$ cat config.mk
export PLATFORM = sky130hd
export DESIGN_NAME = periph_top
export DESIGN_NICKNAME = d
export VERILOG_FILES = /design/src/rtl/periph_pkg.sv /design/src/rtl/periph_decode.sv /design/src/rtl/gpio_ctrl.sv /design/src/rtl/pin_mux.sv /design/src/rtl/read_capture.sv /design/src/rtl/byte_reg_block.sv /design/src/rtl/periph_top.sv
export SDC_FILE = /design/constraint.sdc
export NUM_CORES = 1
export LEC_CHECK = 0
export BUFFER_PORTS_ARGS = -buffer_cell sky130_fd_sc_hd__buf_2
export CAP_MARGIN = 0
export CORE_UTILIZATION = 55
export CTS_BUF_LIST = sky130_fd_sc_hd__clkbuf_4
export DETAILED_ROUTE_END_ITERATION = 7
export GPL_ROUTABILITY_DRIVEN = 0
export PLACE_DENSITY = 0.91
export SLEW_MARGIN = 20
export SYNTH_ARGS = -nofsm -noshare
export SYNTH_HDL_FRONTEND = slang
export SYNTH_HIERARCHICAL = 1
export SYNTH_SLANG_ARGS = --single-unit
$ cat constraint.sdc
create_clock -name clk -period 2.2 [get_ports clk]
set_input_delay 0 -clock clk [delete_from_list [all_inputs] [get_ports clk]]
set_output_delay 0 -clock clk [all_outputs]
set_load 0.02 [all_outputs]
$ cat src/rtl/periph_pkg.sv
// Address map, field widths and bus types shared by the peripheral front end and its testbench
`default_nettype none

package periph_pkg;

    // Bus widths
    localparam int ADDR_W = 11;
    localparam int DATA_W = 32;
    localparam int PIN_W  = 8;
    localparam int PIN_IDX_W = $clog2(PIN_W);

    // Slot counts and the populated slots
    localparam int NUM_USER   = 16;
    localparam int NUM_SIMPLE = 16;
    localparam logic [3:0] SLOT_GPIO   = 4'd1;
    localparam logic [3:0] SLOT_BYTE_A = 4'd0;
    localparam logic [3:0] SLOT_BYTE_B = 4'd1;

    localparam int NUM_BYTE_REGS = 4;
    localparam int BYTE_IDX_W    = $clog2(NUM_BYTE_REGS);

    // GPIO register offsets inside its 64-byte user slot
    localparam logic [5:0] GPIO_OUT_OFS  = 6'd0;
    localparam logic [5:0] GPIO_IN_OFS   = 6'd4;
    localparam logic [5:0] FUNC_SEL_BASE = 6'd32;
    localparam int FUNC_SEL_W = 6;

    // Same encoding as the core: 11 means no access
    typedef enum logic [1:0] {
        SIZE_BYTE = 2'b00,
        SIZE_HALF = 2'b01,
        SIZE_WORD = 2'b10,
        SIZE_NONE = 2'b11
    } access_size_t;

    typedef struct packed {
        logic [ADDR_W-1:0] addr;
        logic [DATA_W-1:0] wdata;
        access_size_t      write_size;
        access_size_t      read_size;
    } bus_req_t;

    typedef struct packed {
        logic       spare;
        logic       simple;
        logic [3:0] slot;
    } func_sel_t;

    typedef struct packed {
        logic [NUM_USER-1:0]   user;
        logic [NUM_SIMPLE-1:0] simple;
    } slot_sel_t;

    // Pins come from the GPIO output register after reset
    localparam func_sel_t FUNC_SEL_RESET = '{spare: 1'b0, simple: 1'b0, slot: SLOT_GPIO};

endpackage

`default_nettype wire

$ cat src/rtl/periph_decode.sv
// Address decoder, turns a bus request into one-hot slot selects and muxes the addressed read word
`timescale 1ns/1ps
`default_nettype none

module periph_decode (
    input  periph_pkg::bus_req_t          i_req,
    input  logic [periph_pkg::DATA_W-1:0] i_gpio_rdata,
    input  logic [7:0]                    i_byte_a_rdata,
    input  logic [7:0]                    i_byte_b_rdata,
    output periph_pkg::slot_sel_t         o_sel,
    output logic [periph_pkg::DATA_W-1:0] o_rdata
);

    logic [1:0] region;
    logic [3:0] user_idx;
    logic [3:0] simple_idx;

    assign region     = i_req.addr[periph_pkg::ADDR_W-1 -: 2];
    assign user_idx   = i_req.addr[9:6];
    assign simple_idx = i_req.addr[7:4];

    always_comb begin
        o_sel   = '0;
        o_rdata = '0;
        case (region)
            2'b00, 2'b01: begin
                o_sel.user[user_idx] = 1'b1;
                if (user_idx == periph_pkg::SLOT_GPIO) begin
                    o_rdata = i_gpio_rdata;
                end
            end
            2'b10: begin
                // Byte slots are widened with zeros
                o_sel.simple[simple_idx] = 1'b1;
                if (simple_idx == periph_pkg::SLOT_BYTE_A) begin
                    o_rdata = {{(periph_pkg::DATA_W-8){1'b0}}, i_byte_a_rdata};
                end else if (simple_idx == periph_pkg::SLOT_BYTE_B) begin
                    o_rdata = {{(periph_pkg::DATA_W-8){1'b0}}, i_byte_b_rdata};
                end
            end
            default: begin
                // Upper user region is not populated
                o_sel   = '0;
                o_rdata = '0;
            end
        endcase
    end

endmodule

`default_nettype wire

$ cat src/rtl/gpio_ctrl.sv
// GPIO user slot with the output register, input readback and per-pin function selects
`timescale 1ns/1ps
`default_nettype none

module gpio_ctrl (
    input  logic                              clk,
    input  logic                              rst_n,
    input  logic                              i_sel,
    input  periph_pkg::bus_req_t              i_req,
    input  logic [periph_pkg::PIN_W-1:0]      i_pins_in,
    output logic [periph_pkg::DATA_W-1:0]     o_rdata,
    output logic [periph_pkg::PIN_W-1:0]      o_gpio_out,
    output periph_pkg::func_sel_t             o_func_sel [periph_pkg::PIN_W]
);

    logic [5:0]                         ofs;
    logic                               wr;
    logic [5:0]                         fs_ofs;
    logic                               fs_hit;
    logic [periph_pkg::PIN_IDX_W-1:0]   fs_idx;
    logic [periph_pkg::PIN_W-1:0]       gpio_out_q;
    periph_pkg::func_sel_t              func_sel_q [periph_pkg::PIN_W];

    assign ofs = i_req.addr[5:0];
    assign wr  = i_sel && (i_req.write_size != periph_pkg::SIZE_NONE);

    // Function selects sit on a 4-byte stride from the bank base
    assign fs_ofs = ofs - periph_pkg::FUNC_SEL_BASE;
    assign fs_hit = (ofs >= periph_pkg::FUNC_SEL_BASE) && (fs_ofs[1:0] == 2'b00) &&
                    (fs_ofs[5:2] < periph_pkg::PIN_W);
    assign fs_idx = fs_ofs[2 +: periph_pkg::PIN_IDX_W];

    always_ff @(posedge clk) begin
        if (!rst_n) begin
            gpio_out_q <= '0;
        end else if (wr && (ofs == periph_pkg::GPIO_OUT_OFS)) begin
            gpio_out_q <= i_req.wdata[periph_pkg::PIN_W-1:0];
        end
    end

    always_ff @(posedge clk) begin
        if (!rst_n) begin
            for (int i = 0; i < periph_pkg::PIN_W; i++) begin
                func_sel_q[i] <= periph_pkg::FUNC_SEL_RESET;
            end
        end else if (wr && fs_hit) begin
            // Spare top bit is kept as written
            func_sel_q[fs_idx] <= periph_pkg::func_sel_t'(i_req.wdata[periph_pkg::FUNC_SEL_W-1:0]);
        end
    end

    // Readback by offset, the decoder picks this slot
    always_comb begin
        o_rdata = '0;
        if (ofs == periph_pkg::GPIO_OUT_OFS) begin
            o_rdata[periph_pkg::PIN_W-1:0] = gpio_out_q;
        end else if (ofs == periph_pkg::GPIO_IN_OFS) begin
            o_rdata[periph_pkg::PIN_W-1:0] = i_pins_in;
        end else if (fs_hit) begin
            o_rdata[periph_pkg::FUNC_SEL_W-1:0] = func_sel_q[fs_idx];
        end
    end

    assign o_gpio_out = gpio_out_q;
    assign o_func_sel = func_sel_q;

endmodule

`default_nettype wire

$ cat src/rtl/pin_mux.sv
// Output pin mux, each pin takes its bit from the slot named by that pin's function select
`timescale 1ns/1ps
`default_nettype none

module pin_mux (
    input  periph_pkg::func_sel_t         i_func_sel [periph_pkg::PIN_W],
    input  logic [periph_pkg::PIN_W-1:0]  i_gpio_out,
    input  logic [periph_pkg::PIN_W-1:0]  i_byte_a_pins,
    input  logic [periph_pkg::PIN_W-1:0]  i_byte_b_pins,
    output logic [periph_pkg::PIN_W-1:0]  o_pins
);

    always_comb begin
        for (int i = 0; i < periph_pkg::PIN_W; i++) begin
            o_pins[i] = 1'b0;
            if (i_func_sel[i].simple) begin
                if (i_func_sel[i].slot == periph_pkg::SLOT_BYTE_A) begin
                    o_pins[i] = i_byte_a_pins[i];
                end else if (i_func_sel[i].slot == periph_pkg::SLOT_BYTE_B) begin
                    o_pins[i] = i_byte_b_pins[i];
                end
            end else if (i_func_sel[i].slot == periph_pkg::SLOT_GPIO) begin
                o_pins[i] = i_gpio_out[i];
            end
            // Any other slot is empty and drives zero
        end
    end

endmodule

`default_nettype wire

$ cat src/rtl/read_capture.sv
// Read path register, captures the addressed word and holds it until the core completes the read
`timescale 1ns/1ps
`default_nettype none

module read_capture (
    input  logic                          clk,
    input  logic                          rst_n,
    input  periph_pkg::bus_req_t          i_req,
    input  logic [periph_pkg::DATA_W-1:0] i_rdata,
    input  logic                          i_read_complete,
    output logic [periph_pkg::DATA_W-1:0] o_rdata,
    output logic                          o_ready
);

    logic                          rd;
    logic                          wr;
    logic                          hold_q;
    logic                          ready_q;
    logic [periph_pkg::DATA_W-1:0] rdata_q;

    assign rd = (i_req.read_size != periph_pkg::SIZE_NONE);
    assign wr = (i_req.write_size != periph_pkg::SIZE_NONE);

    always_ff @(posedge clk) begin
        if (!rst_n) begin
            hold_q  <= 1'b0;
            ready_q <= 1'b0;
        end else begin
            if (i_read_complete) begin
                hold_q <= 1'b0;
            end
            // Capture wins over complete only when nothing is held
            if (!hold_q && rd) begin
                hold_q <= 1'b1;
            end
            ready_q <= rd;
        end
    end

    // Data register, loaded on the same condition that sets the hold flag
    always_ff @(posedge clk) begin
        if (!hold_q && rd) begin
            rdata_q <= i_rdata;
        end
    end

    assign o_rdata = rdata_q;

    // Writes never stall, reads are ready from the cycle after the request
    assign o_ready = (ready_q && rd) || wr;

endmodule

`default_nettype wire

$ cat src/rtl/byte_reg_block.sv
// Simple-slot peripheral with four byte registers, register 0 drives the pins
`timescale 1ns/1ps
`default_nettype none

module byte_reg_block (
    input  logic                         clk,
    input  logic                         rst_n,
    input  logic                         i_write,
    input  logic [3:0]                   i_offset,
    input  logic [7:0]                   i_wdata,
    output logic [7:0]                   o_rdata,
    output logic [periph_pkg::PIN_W-1:0] o_pins
);

    logic                              in_range;
    logic [periph_pkg::BYTE_IDX_W-1:0] idx;
    logic [7:0]                        regs_q [periph_pkg::NUM_BYTE_REGS];

    assign in_range = (i_offset < periph_pkg::NUM_BYTE_REGS);
    assign idx      = i_offset[periph_pkg::BYTE_IDX_W-1:0];

    always_ff @(posedge clk) begin
        if (!rst_n) begin
            for (int i = 0; i < periph_pkg::NUM_BYTE_REGS; i++) begin
                regs_q[i] <= '0;
            end
        end else if (i_write && in_range) begin
            regs_q[idx] <= i_wdata;
        end
    end

    // Offsets past the register file read zero
    always_comb begin
        o_rdata = '0;
        if (in_range) begin
            o_rdata = regs_q[idx];
        end
    end

    assign o_pins = regs_q[0];

endmodule

`default_nettype wire

$ cat src/rtl/periph_top.sv
// Peripheral front end top level, joins decode, GPIO, byte blocks, pin mux and the read path
`timescale 1ns/1ps
`default_nettype none

module periph_top (
    input  logic                          clk,
    input  logic                          rst_n,
    input  periph_pkg::bus_req_t          i_req,
    input  logic                          i_read_complete,
    input  logic [periph_pkg::PIN_W-1:0]  i_pins_in,
    output logic [periph_pkg::DATA_W-1:0] o_rdata,
    output logic                          o_ready,
    output logic [periph_pkg::PIN_W-1:0]  o_pins
);

    periph_pkg::slot_sel_t         sel;
    logic [periph_pkg::DATA_W-1:0] gpio_rdata;
    logic [periph_pkg::DATA_W-1:0] slot_rdata;
    logic [7:0]                    byte_a_rdata;
    logic [7:0]                    byte_b_rdata;
    logic [periph_pkg::PIN_W-1:0]  gpio_out;
    logic [periph_pkg::PIN_W-1:0]  byte_a_pins;
    logic [periph_pkg::PIN_W-1:0]  byte_b_pins;
    periph_pkg::func_sel_t         func_sel [periph_pkg::PIN_W];
    logic                          wr;
    logic                          byte_a_wr;
    logic                          byte_b_wr;

    // Byte slots take the low data byte whatever the write size
    assign wr        = (i_req.write_size != periph_pkg::SIZE_NONE);
    assign byte_a_wr = wr && sel.simple[periph_pkg::SLOT_BYTE_A];
    assign byte_b_wr = wr && sel.simple[periph_pkg::SLOT_BYTE_B];

    periph_decode u_decode (
        .i_req          (i_req),
        .i_gpio_rdata   (gpio_rdata),
        .i_byte_a_rdata (byte_a_rdata),
        .i_byte_b_rdata (byte_b_rdata),
        .o_sel          (sel),
        .o_rdata        (slot_rdata)
    );

    gpio_ctrl u_gpio (
        .clk        (clk),
        .rst_n      (rst_n),
        .i_sel      (sel.user[periph_pkg::SLOT_GPIO]),
        .i_req      (i_req),
        .i_pins_in  (i_pins_in),
        .o_rdata    (gpio_rdata),
        .o_gpio_out (gpio_out),
        .o_func_sel (func_sel)
    );

    byte_reg_block u_byte_a (
        .clk      (clk),
        .rst_n    (rst_n),
        .i_write  (byte_a_wr),
        .i_offset (i_req.addr[3:0]),
        .i_wdata  (i_req.wdata[7:0]),
        .o_rdata  (byte_a_rdata),
        .o_pins   (byte_a_pins)
    );

    byte_reg_block u_byte_b (
        .clk      (clk),
        .rst_n    (rst_n),
        .i_write  (byte_b_wr),
        .i_offset (i_req.addr[3:0]),
        .i_wdata  (i_req.wdata[7:0]),
        .o_rdata  (byte_b_rdata),
        .o_pins   (byte_b_pins)
    );

    pin_mux u_pin_mux (
        .i_func_sel    (func_sel),
        .i_gpio_out    (gpio_out),
        .i_byte_a_pins (byte_a_pins),
        .i_byte_b_pins (byte_b_pins),
        .o_pins        (o_pins)
    );

    read_capture u_read_capture (
        .clk             (clk),
        .rst_n           (rst_n),
        .i_req           (i_req),
        .i_rdata         (slot_rdata),
        .i_read_complete (i_read_complete),
        .o_rdata         (o_rdata),
        .o_ready         (o_ready)
    );

endmodule

`default_nettype wire

==> flow_metrics.env, run 1 <==
export IMPL_setup_tns_final_ns=0
export IMPL_cts_buffers=17
export IMPL_root_buffer="clkbuf_4"
export IMPL_grt_max_degree=54
export IMPL_outcome="finished, final reports clean"
export IMPL_finalNetCount=835
export IMPL_rsz0062_at_grt="false"
export IMPL_r2r_slack_ns=0.04
export IMPL_stdcell_area_mm2=0.00883
export IMPL_p_comb_share_pct=10.7
export IMPL_diodes=0
export IMPL_overflow=0
export IMPL_seqPwrFrac_pct=57.7
export IMPL_power_density_mw_per_mm2=629
export IMPL_clockBufferDepth=2
export IMPL_wire_per_inst_um=19.8
export IMPL_grt_use_met2_pct=45.0
export IMPL_fillers=1070
export IMPL_drt_initial_drc_count=779
export IMPL_slew_headroom_pct=59.8
export IMPL_p_sw_w=0.00150
export IMPL_setup_violations=0
export IMPL_grt_pass1_vias=5624
export IMPL_ir_worst_vdd_v=0.000442
export IMPL_p_leak_nw=3.40
export IMPL_r2r_start="u_byte_a/regs_q[0][7]"
export IMPL_grt_usage_pct=27.0
export IMPL_boundaryPins=99
export IMPL_syn_area_mm2=0.00784
export IMPL_rows=43
export IMPL_cts_sinks=154
export IMPL_grt_pass1_wl_mm=29.2
export IMPL_drc=0
export IMPL_fin_crit_ns=2.16
export IMPL_clk_pin_slew_ns=0.14
export IMPL_pwr_share_clk_pct=31.6
export IMPL_drt_wl_total_mm=19.2
export IMPL_grt_busiest_layer="met2"
export IMPL_worst_pin_slew_ns=0.600
export IMPL_hold_depth=3
export IMPL_p_int_w=0.00406
export IMPL_crit_type="register to register"
export IMPL_switching_share_pct=26.9
export IMPL_drive_gt1_share_pct=28.5
export IMPL_max_freq_mhz=463
export IMPL_r2r_end="u_read_capture/o_rdata[7]"
export IMPL_hpwl_mm=13.5
export IMPL_worstSetupStartpointType="register"
export IMPL_postSynthCellCount=686
export IMPL_period_share_pct=98.2
export IMPL_required_ns=2.54
export IMPL_hp_start="i_req[0]"
export IMPL_ff2ff_path_depth=6
export IMPL_grt_util_met1_pct=34.0
export IMPL_cp_max_fo=2
export IMPL_hold_violations=0
export IMPL_io_buffer_count=74
export IMPL_finalMaxSlewViolations=0
export IMPL_cts_tree="done"
export IMPL_cts_htree_levels=4
export IMPL_hp_class="primary input to register"
export IMPL_vias=5948
export IMPL_clock_latency_ns=0.57
export IMPL_worstPathArrival_ns=2.50
export IMPL_start_util_pct=56.5
export IMPL_die_y_um=121
export IMPL_avgSynthCellArea_um2=11.4
export IMPL_area_delta_synth_final_pct=12.7
export IMPL_fin_cells=970
export IMPL_die_w_um=121
export IMPL_grtUsageMet3_pct=7.19
export IMPL_core_mm2=0.0139
export IMPL_die_area_mm2=0.0147
export IMPL_antenna_found_initial=0
export IMPL_ys_warn_count=6
export IMPL_skew_ns=0.0251
export IMPL_end_kind="register"
export IMPL_drt_antenna_violating_nets=0
export IMPL_via_per_inst=6.13
export IMPL_hold_end="u_read_capture/o_rdata[6]"
export IMPL_drtPass1Iterations=8
export IMPL_placed_cells=916
export IMPL_maxCapViolations=0
export IMPL_place_area_mm2=0.00832
[worst max-delay path by stage]
| stage | end | cells past startpoint | start | slack [ns] |
|---|---|---|---|---|
| final | u_read_capture/o_rdata[7] | 6 | u_byte_a/regs_q[0][7] | 0.04 |
| after floorplan | u_byte_b/regs_q[0][0] | 7 | i_req[42] | 0.27 |
| after detailed placement | u_gpio/o_func_sel[36] | 7 | i_req[45] | 0.19 |
| after global routing | u_read_capture/o_rdata[7] | 8 | i_req[36] | 0.02 |
| after global placement | u_gpio/o_func_sel[36] | 7 | i_req[45] | 0.24 |
| after CTS | u_read_capture/o_rdata[7] | 8 | i_req[36] | 0.11 |
[placed cells by master (no fill, tap or decap), drive strengths merged, types with 3 or more instances in the layout]
cell,instances
mux2,8
nor3,33
o21ai,50
mux4,10
a21oi,17
nor2,22
or3b,5
nand2,39
buf,111
mux2i,72
dlygate4sd3,21
or3,11
nand4bb,3
dfxtp,58
a32oi,8
inv,24
o22ai,20
or4,3
nand2b,7
nor2b,9
nand3,40
clkinv,5
a21boi,3
a211oi,8
clkbuf,19
edfxtp,96
nor4,19
conb,24
and3,24
[metal layers]
layer	part of all wire (%)	vias to the layer above
li1	-	2701
met1	38	2830
met2	49	364
met3	11	53
met4	2.5	0
met5	0	-
[critical path, stage by stage (launching register included)]
cell           delay (ns)
edfxtp_1             0.47
mux2i_1              0.19
o22ai_1              0.14
mux2_2               0.32
a32oi_2              0.17
a21oi_1              0.07
dlygate4sd3_1        0.58
[power groups by stage]
stage	clock [W]	sequential [W]	combinational, W
after floorplan	0	0.00331	0.000324
after global placement	0	0.00326	0.000536
after detailed placement	0	0.00327	0.000548
after CTS	0.00178	0.00321	0.000578
after global routing	0.00190	0.00321	0.000631
final	0.00176	0.00320	0.000594
[metrics by stage]
step / setup WS (ns) / hold WS [ns] / total power (W) / utilization, %
6_report: 0.0386 / 0.0240 / 0.00556 / 63.6
3_5_place_dp: 0.191 / 0.311 / 0.00382 / 59.9
5_1_grt: 0.0165 / 0.0319 / 0.00575 / 63.6
3_3_place_gp: 0.235 / 0.280 / 0.00380 / 59.9
2_1_floorplan: 0.266 / 0.130 / 0.00363 / -
4_1_cts: 0.106 / 0.00301 / 0.00556 / 63.5
[sequential cells by signal (all words and copies together) (netlist names)]
signal and flops:
u_gpio/o_gpio_out 8, u_read_capture/o_rdata 32, u_byte_a/regs_q 32, u_byte_b/regs_q 32
u_read_capture/ready_q 1, u_gpio/o_func_sel 48, u_read_capture/hold_q 1
[what timing repair did]
item                                   4_1_cts  5_1_grt
setup endpoints to repair                    0       10
endpoints found under the hold margin      119        0
resized for setup                            0        4
setup buffers                                0        1
hold buffers                                21        0
[cell type report]
cell class	instances	area, um2	share of cell area (%)
clock buffer	18	135	1.53
inverter	18	67.6	0.765
tap	180	225	2.55
clock inverter	14	144	1.63
timing repair buffer	133	881	9.97
multi-input combinational	453	3340	37.8
sequential	154	4040	45.8
Power figures use the tool's default switching activity.
==> run 2, diff against run 1 <==
- CORE_UTILIZATION: 55 -> 53
- CTS_BUF_LIST: sky130_fd_sc_hd__clkbuf_4 -> sky130_fd_sc_hd__clkbuf_4 sky130_fd_sc_hd__clkbuf_8 sky130_fd_sc_hd__clkbuf_16
- GPL_ROUTABILITY_DRIVEN: 0 -> not set
- PLACE_DENSITY: 0.91 -> 0.89
- clock period: 2.2 -> 1.85 ns (I/O delays scaled with it)
==> flow_metrics.env, run 2 (synthesis gave the netlist of run 1 again) <==
export IMPL_p_comb_share_pct=8.9
export IMPL_largest_register_ffs=48
export IMPL_p_leak_nw=3.59
export IMPL_antenna_found_initial=0
export IMPL_vias=5946
export IMPL_hpwl_mm=14.2
export IMPL_hold_violations=0
export IMPL_most_common_layout_cells="96 x edfxtp_1, 74 x buf_2, 72 x mux2i_1"
export IMPL_diodes=0
export IMPL_finalMaxSlewViolations=0
export IMPL_overflow=0
export IMPL_max_freq_mhz=580
export IMPL_period_share_pct=93.2
export IMPL_core_mm2=0.0145
export IMPL_stdcell_area_mm2=0.00925
export IMPL_slew_headroom_pct=63.8
export IMPL_die_w_um=124
export IMPL_rows=44
export IMPL_io_buffer_count=74
export IMPL_place_area_mm2=0.00854
export IMPL_grtUsageMet3_pct=6.64
export IMPL_crit_type="register to register"
export IMPL_start_util_pct=54.1
export IMPL_clk_pin_slew_ns=0.06
export IMPL_clockBufferDepth=2
export IMPL_via_per_inst=6.02
export IMPL_drive_gt1_share_pct=30.9
export IMPL_setup_violations=0
export IMPL_worst_pin_slew_ns=0.537
export IMPL_cp_max_fo=2
export IMPL_fin_cells=987
export IMPL_required_ns=2.03
export IMPL_pwr_share_clk_pct=43.7
export IMPL_worst_slack_ns=0.126
export IMPL_worstPathArrival_ns=1.90
export IMPL_wire_per_inst_um=20.4
export IMPL_skew_ns=0.00696
export IMPL_drc=0
export IMPL_post_place_ws_ns=-0.0503
export IMPL_switching_share_pct=23.5
export IMPL_grt_usage_pct=27.8
export IMPL_drt_wl_total_mm=20.2
export IMPL_area_delta_synth_final_pct=17.9
export IMPL_boundaryPins=99
export IMPL_rsz0062_at_grt="false"
export IMPL_grt_use_met2_pct=44.4
export IMPL_outcome="finished, final reports clean"
export IMPL_whs_ns=0.0521
export IMPL_drt_initial_drc_count=618
export IMPL_grt_pass1_vias=5688
export IMPL_fin_crit_ns=1.72
export IMPL_cts_sinks=154
export IMPL_grt_util_met1_pct=35.0
export IMPL_die_area_mm2=0.0153
export IMPL_gp_congestion=0.914
export IMPL_drt_antenna_violating_nets=0
export IMPL_cts_htree_levels=4
export IMPL_grt_max_degree=86
export IMPL_clock_latency_ns=0.43
export IMPL_power_w=0.00807
export IMPL_die_y_um=124
export IMPL_maxCapViolations=0
export IMPL_grt_busiest_layer="met2"
export IMPL_drtPass1Iterations=5
export IMPL_p_sw_w=0.00190
export IMPL_worstSetupStartpointType="register"
export IMPL_p_int_w=0.00617
export IMPL_power_density_mw_per_mm2=873
export IMPL_layout_commonest_cell="edfxtp_1"
export IMPL_cts_buffers=17
export IMPL_end_kind="register"
export IMPL_hp_class="primary input to register"
export IMPL_root_buffer="clkbuf_16"
export IMPL_seqPwrFrac_pct=47.4
export IMPL_fillers=1061
export IMPL_grt_pass1_wl_mm=30.5
export IMPL_finalNetCount=848
export IMPL_cts_tree="done"
export IMPL_placed_cells=944
export IMPL_ir_worst_vdd_v=0.000745
run 2: changes by cell type in the layout (fill, tap and decap cells not counted), moves of 3 or more:
cell	previous run	this run
clkbuf_16	0	17
buf_4	37	59
dlygate4sd3_1	21	11
clkinvlp_4	1	4
inv_4	3	0
clkbuf_4	19	3
run 2: repair_timing:
item,4_1_cts,5_1_grt
setup endpoints to repair,0,1
buffers inserted,0,0
resized for setup,0,1
hold endpoints to repair,22,0
hold buffers,11,0
run 2: power by group through the flow:
stage / combinational (W) / sequential (W) / clock [W]
after global routing: 0.000766 / 0.00383 / 0.00369
after CTS: 0.000706 / 0.00382 / 0.00356
after floorplan: 0.000386 / 0.00394 / 0
after global placement: 0.000668 / 0.00389 / 0
final: 0.000718 / 0.00382 / 0.00353
after detailed placement: 0.000683 / 0.00389 / 0
run 2: cell type report:
type                    instances  area, um2  area share, %
flip-flops and latches        154       4040           43.7
multi-input cells             453       3340           36.1
clock buffers                  20        448           4.85
repair buffers                146        963           10.4
clock inverters                12        150           1.62
well taps                     184        230           2.49
inverters                      18       67.6          0.731
run 2: critical path, stage by stage, from the launching register on:
cell and delay (ns):
dfxtp_1 0.34, mux4_2 0.46, o21ai_1 0.21, o21ai_0 0.17, a32oi_1 0.23, a21oi_1 0.06
run 2: routing by layer:
layer / up-vias / wire length [um]
li1: 2717 / -
met1: 2811 / 7980
met2: 352 / 9460
met3: 66 / 1990
met4: 0 / 744
met5: - / 0
run 2: metrics by stage:
step                      setup TNS, ns  utilization, %
after floorplan                       0               -
after detailed placement         -0.742            59.0
after global placement           -0.680            59.0
after global routing                  0            63.9
after CTS                             0            63.9
final                                 0            63.9
run 2: path summary, 6_finish.rpt:
check	startpoint	slack [ns]	depth (start not counted)	to
worst min register to register	u_gpio/o_func_sel[35]	0.47	2	u_gpio/o_func_sel[35]
worst max-delay path	u_gpio/o_func_sel[10]	0.13	5	u_read_capture/o_rdata[4]
worst max register to register	u_gpio/o_func_sel[10]	0.13	5	u_read_capture/o_rdata[4]
worst min-delay path	rst_n	0.05	2	u_read_capture/ready_q
==> run 3, diff against run 2 <==
- CORE_ASPECT_RATIO: not set -> 0.7
==> flow_metrics.env, run 3 (synthesis gave the netlist of run 1 again) <==
export IMPL_p_comb_share_pct=9.3
export IMPL_fin_crit_ns=1.75
export IMPL_grt_pass1_wl_mm=31.7
export IMPL_die_y_um=104
export IMPL_die_w_um=147
export IMPL_hp_class="primary input to register"
export IMPL_rsz0062_at_grt="false"
export IMPL_most_common_layout_cells="96 x edfxtp_1, 74 x buf_2, 72 x mux2i_1"
export IMPL_boundaryPins=99
export IMPL_switching_share_pct=26.4
export IMPL_clockBufferDepth=2
export IMPL_gp_congestion=0.970
export IMPL_seqPwrFrac_pct=48.6
export IMPL_p_int_w=0.00578
export IMPL_p_leak_nw=3.58
export IMPL_worst_slack_ns=0.0975
export IMPL_outcome="finished, final reports clean"
export IMPL_largest_register_ffs=48
export IMPL_grt_pass1_vias=5685
export IMPL_max_freq_mhz=571
export IMPL_setup_violations=0
export IMPL_skew_ns=0.0118
export IMPL_hpwl_mm=14.4
export IMPL_drt_initial_drc_count=946
export IMPL_vias=6153
export IMPL_drt_wl_total_mm=20.6
export IMPL_clk_pin_slew_ns=0.07
export IMPL_hold_violations=0
export IMPL_cts_htree_levels=4
export IMPL_layout_commonest_cell="edfxtp_1"
export IMPL_slew_headroom_pct=61.7
export IMPL_wire_per_inst_um=20.7
export IMPL_grt_max_degree=33
export IMPL_cts_tree="done"
export IMPL_start_util_pct=55.2
export IMPL_drive_gt1_share_pct=31.2
export IMPL_fillers=1020
export IMPL_grt_usage_pct=27.8
export IMPL_drtPass1Iterations=7
export IMPL_drt_antenna_violating_nets=0
export IMPL_maxCapViolations=0
export IMPL_antenna_found_initial=2
export IMPL_io_buffer_count=74
export IMPL_worst_pin_slew_ns=0.572
export IMPL_end_kind="register"
export IMPL_die_area_mm2=0.0153
export IMPL_via_per_inst=6.18
export IMPL_ir_worst_vdd_v=0.000557
export IMPL_rows=36
export IMPL_cts_sinks=154
export IMPL_hold_buffers=12
export IMPL_drc=0
export IMPL_area_delta_synth_final_pct=17.5
export IMPL_clock_latency_ns=0.43
export IMPL_crit_type="register to register"
export IMPL_post_cts_setup_buffers=0
export IMPL_worstPathArrival_ns=1.92
export IMPL_finalMaxSlewViolations=0
export IMPL_post_cts_resized=0
export IMPL_pwr_share_clk_pct=42.1
export IMPL_period_share_pct=94.7
export IMPL_power_density_mw_per_mm2=853
export IMPL_root_buffer="clkbuf_16"
export IMPL_cp_max_fo=4
export IMPL_finalNetCount=850
export IMPL_worstSetupStartpointType="register"
export IMPL_overflow=0
export IMPL_core_mm2=0.0142
export IMPL_required_ns=2.02
export IMPL_postLayoutCoreUtil_pct=64.9
export IMPL_p_sw_w=0.00208
export IMPL_post_place_ws_ns=-0.105
export IMPL_cts_buffers=17
[run 3: power by group through the flow]
stage | Clock, W | Combinational (W) | Sequential [W]
CTS | 0.00333 | 0.000705 | 0.00382
floorplan | 0 | 0.000386 | 0.00394
detailed placement | 0 | 0.000679 | 0.00390
finish | 0.00331 | 0.000727 | 0.00382
global route | 0.00349 | 0.000766 | 0.00383
global placement | 0 | 0.000666 | 0.00389
[run 3: final timing paths]
kind | from | end | slack [ns] | cells after the start
worst min-delay path | i_req[4] | u_gpio/o_func_sel[36] | 0.08 | 3
worst min register to register | u_gpio/o_func_sel[29] | u_gpio/o_func_sel[29] | 0.48 | 2
worst max register to register | u_gpio/o_func_sel[4] | u_read_capture/o_rdata[4] | 0.1 | 5
worst max-delay path | u_gpio/o_func_sel[4] | u_read_capture/o_rdata[4] | 0.1 | 5
[run 3: metal layers]
metal / part of all wire (%) / global-route usage [%] / vias up
met2: 43 / 40.2 / 476
li1: - / - / 2717
met3: 14 / 8.19 / 45
met1: 41 / 39.8 / 2915
met5: 0 / 0 / -
met4: 2.0 / 9.50 / 0
[run 3: worst max-delay path, cell delays in order, from the launching register on]
cell     delay, ns
dfxtp_1       0.35
mux4_2        0.48
o21ai_0       0.23
o21ai_0       0.15
a32oi_1       0.22
a21oi_1       0.07
[run 3: through the flow]
step / area (um2) / cells / hold WS (ns) / total power [W] / TNS, ns
floorplan: 7940 / 709 / 0.130 / 0.00432 / 0
global placement: 8530 / 951 / 0.298 / 0.00455 / -0.872
global route: 9210 / 996 / 0.0679 / 0.00808 / 0
CTS: 9210 / 995 / 0.0414 / 0.00785 / 0
finish: 9210 / 996 / 0.0817 / 0.00786 / 0
detailed placement: 8530 / 951 / 0.298 / 0.00457 / -1.60
[run 3: final cells by class]
cell class / count / area, um2 / area share (%)
Antenna cell: 1 / 2.50 / 0.0272
Tap cell: 190 / 238 / 2.58
Sequential cell: 154 / 4040 / 43.9
Clock buffer: 17 / 425 / 4.62
Multi-Input combinational cell: 453 / 3340 / 36.3
Clock inverter: 15 / 134 / 1.45
Inverter: 18 / 67.6 / 0.734
Timing Repair Buffer: 148 / 956 / 10.4
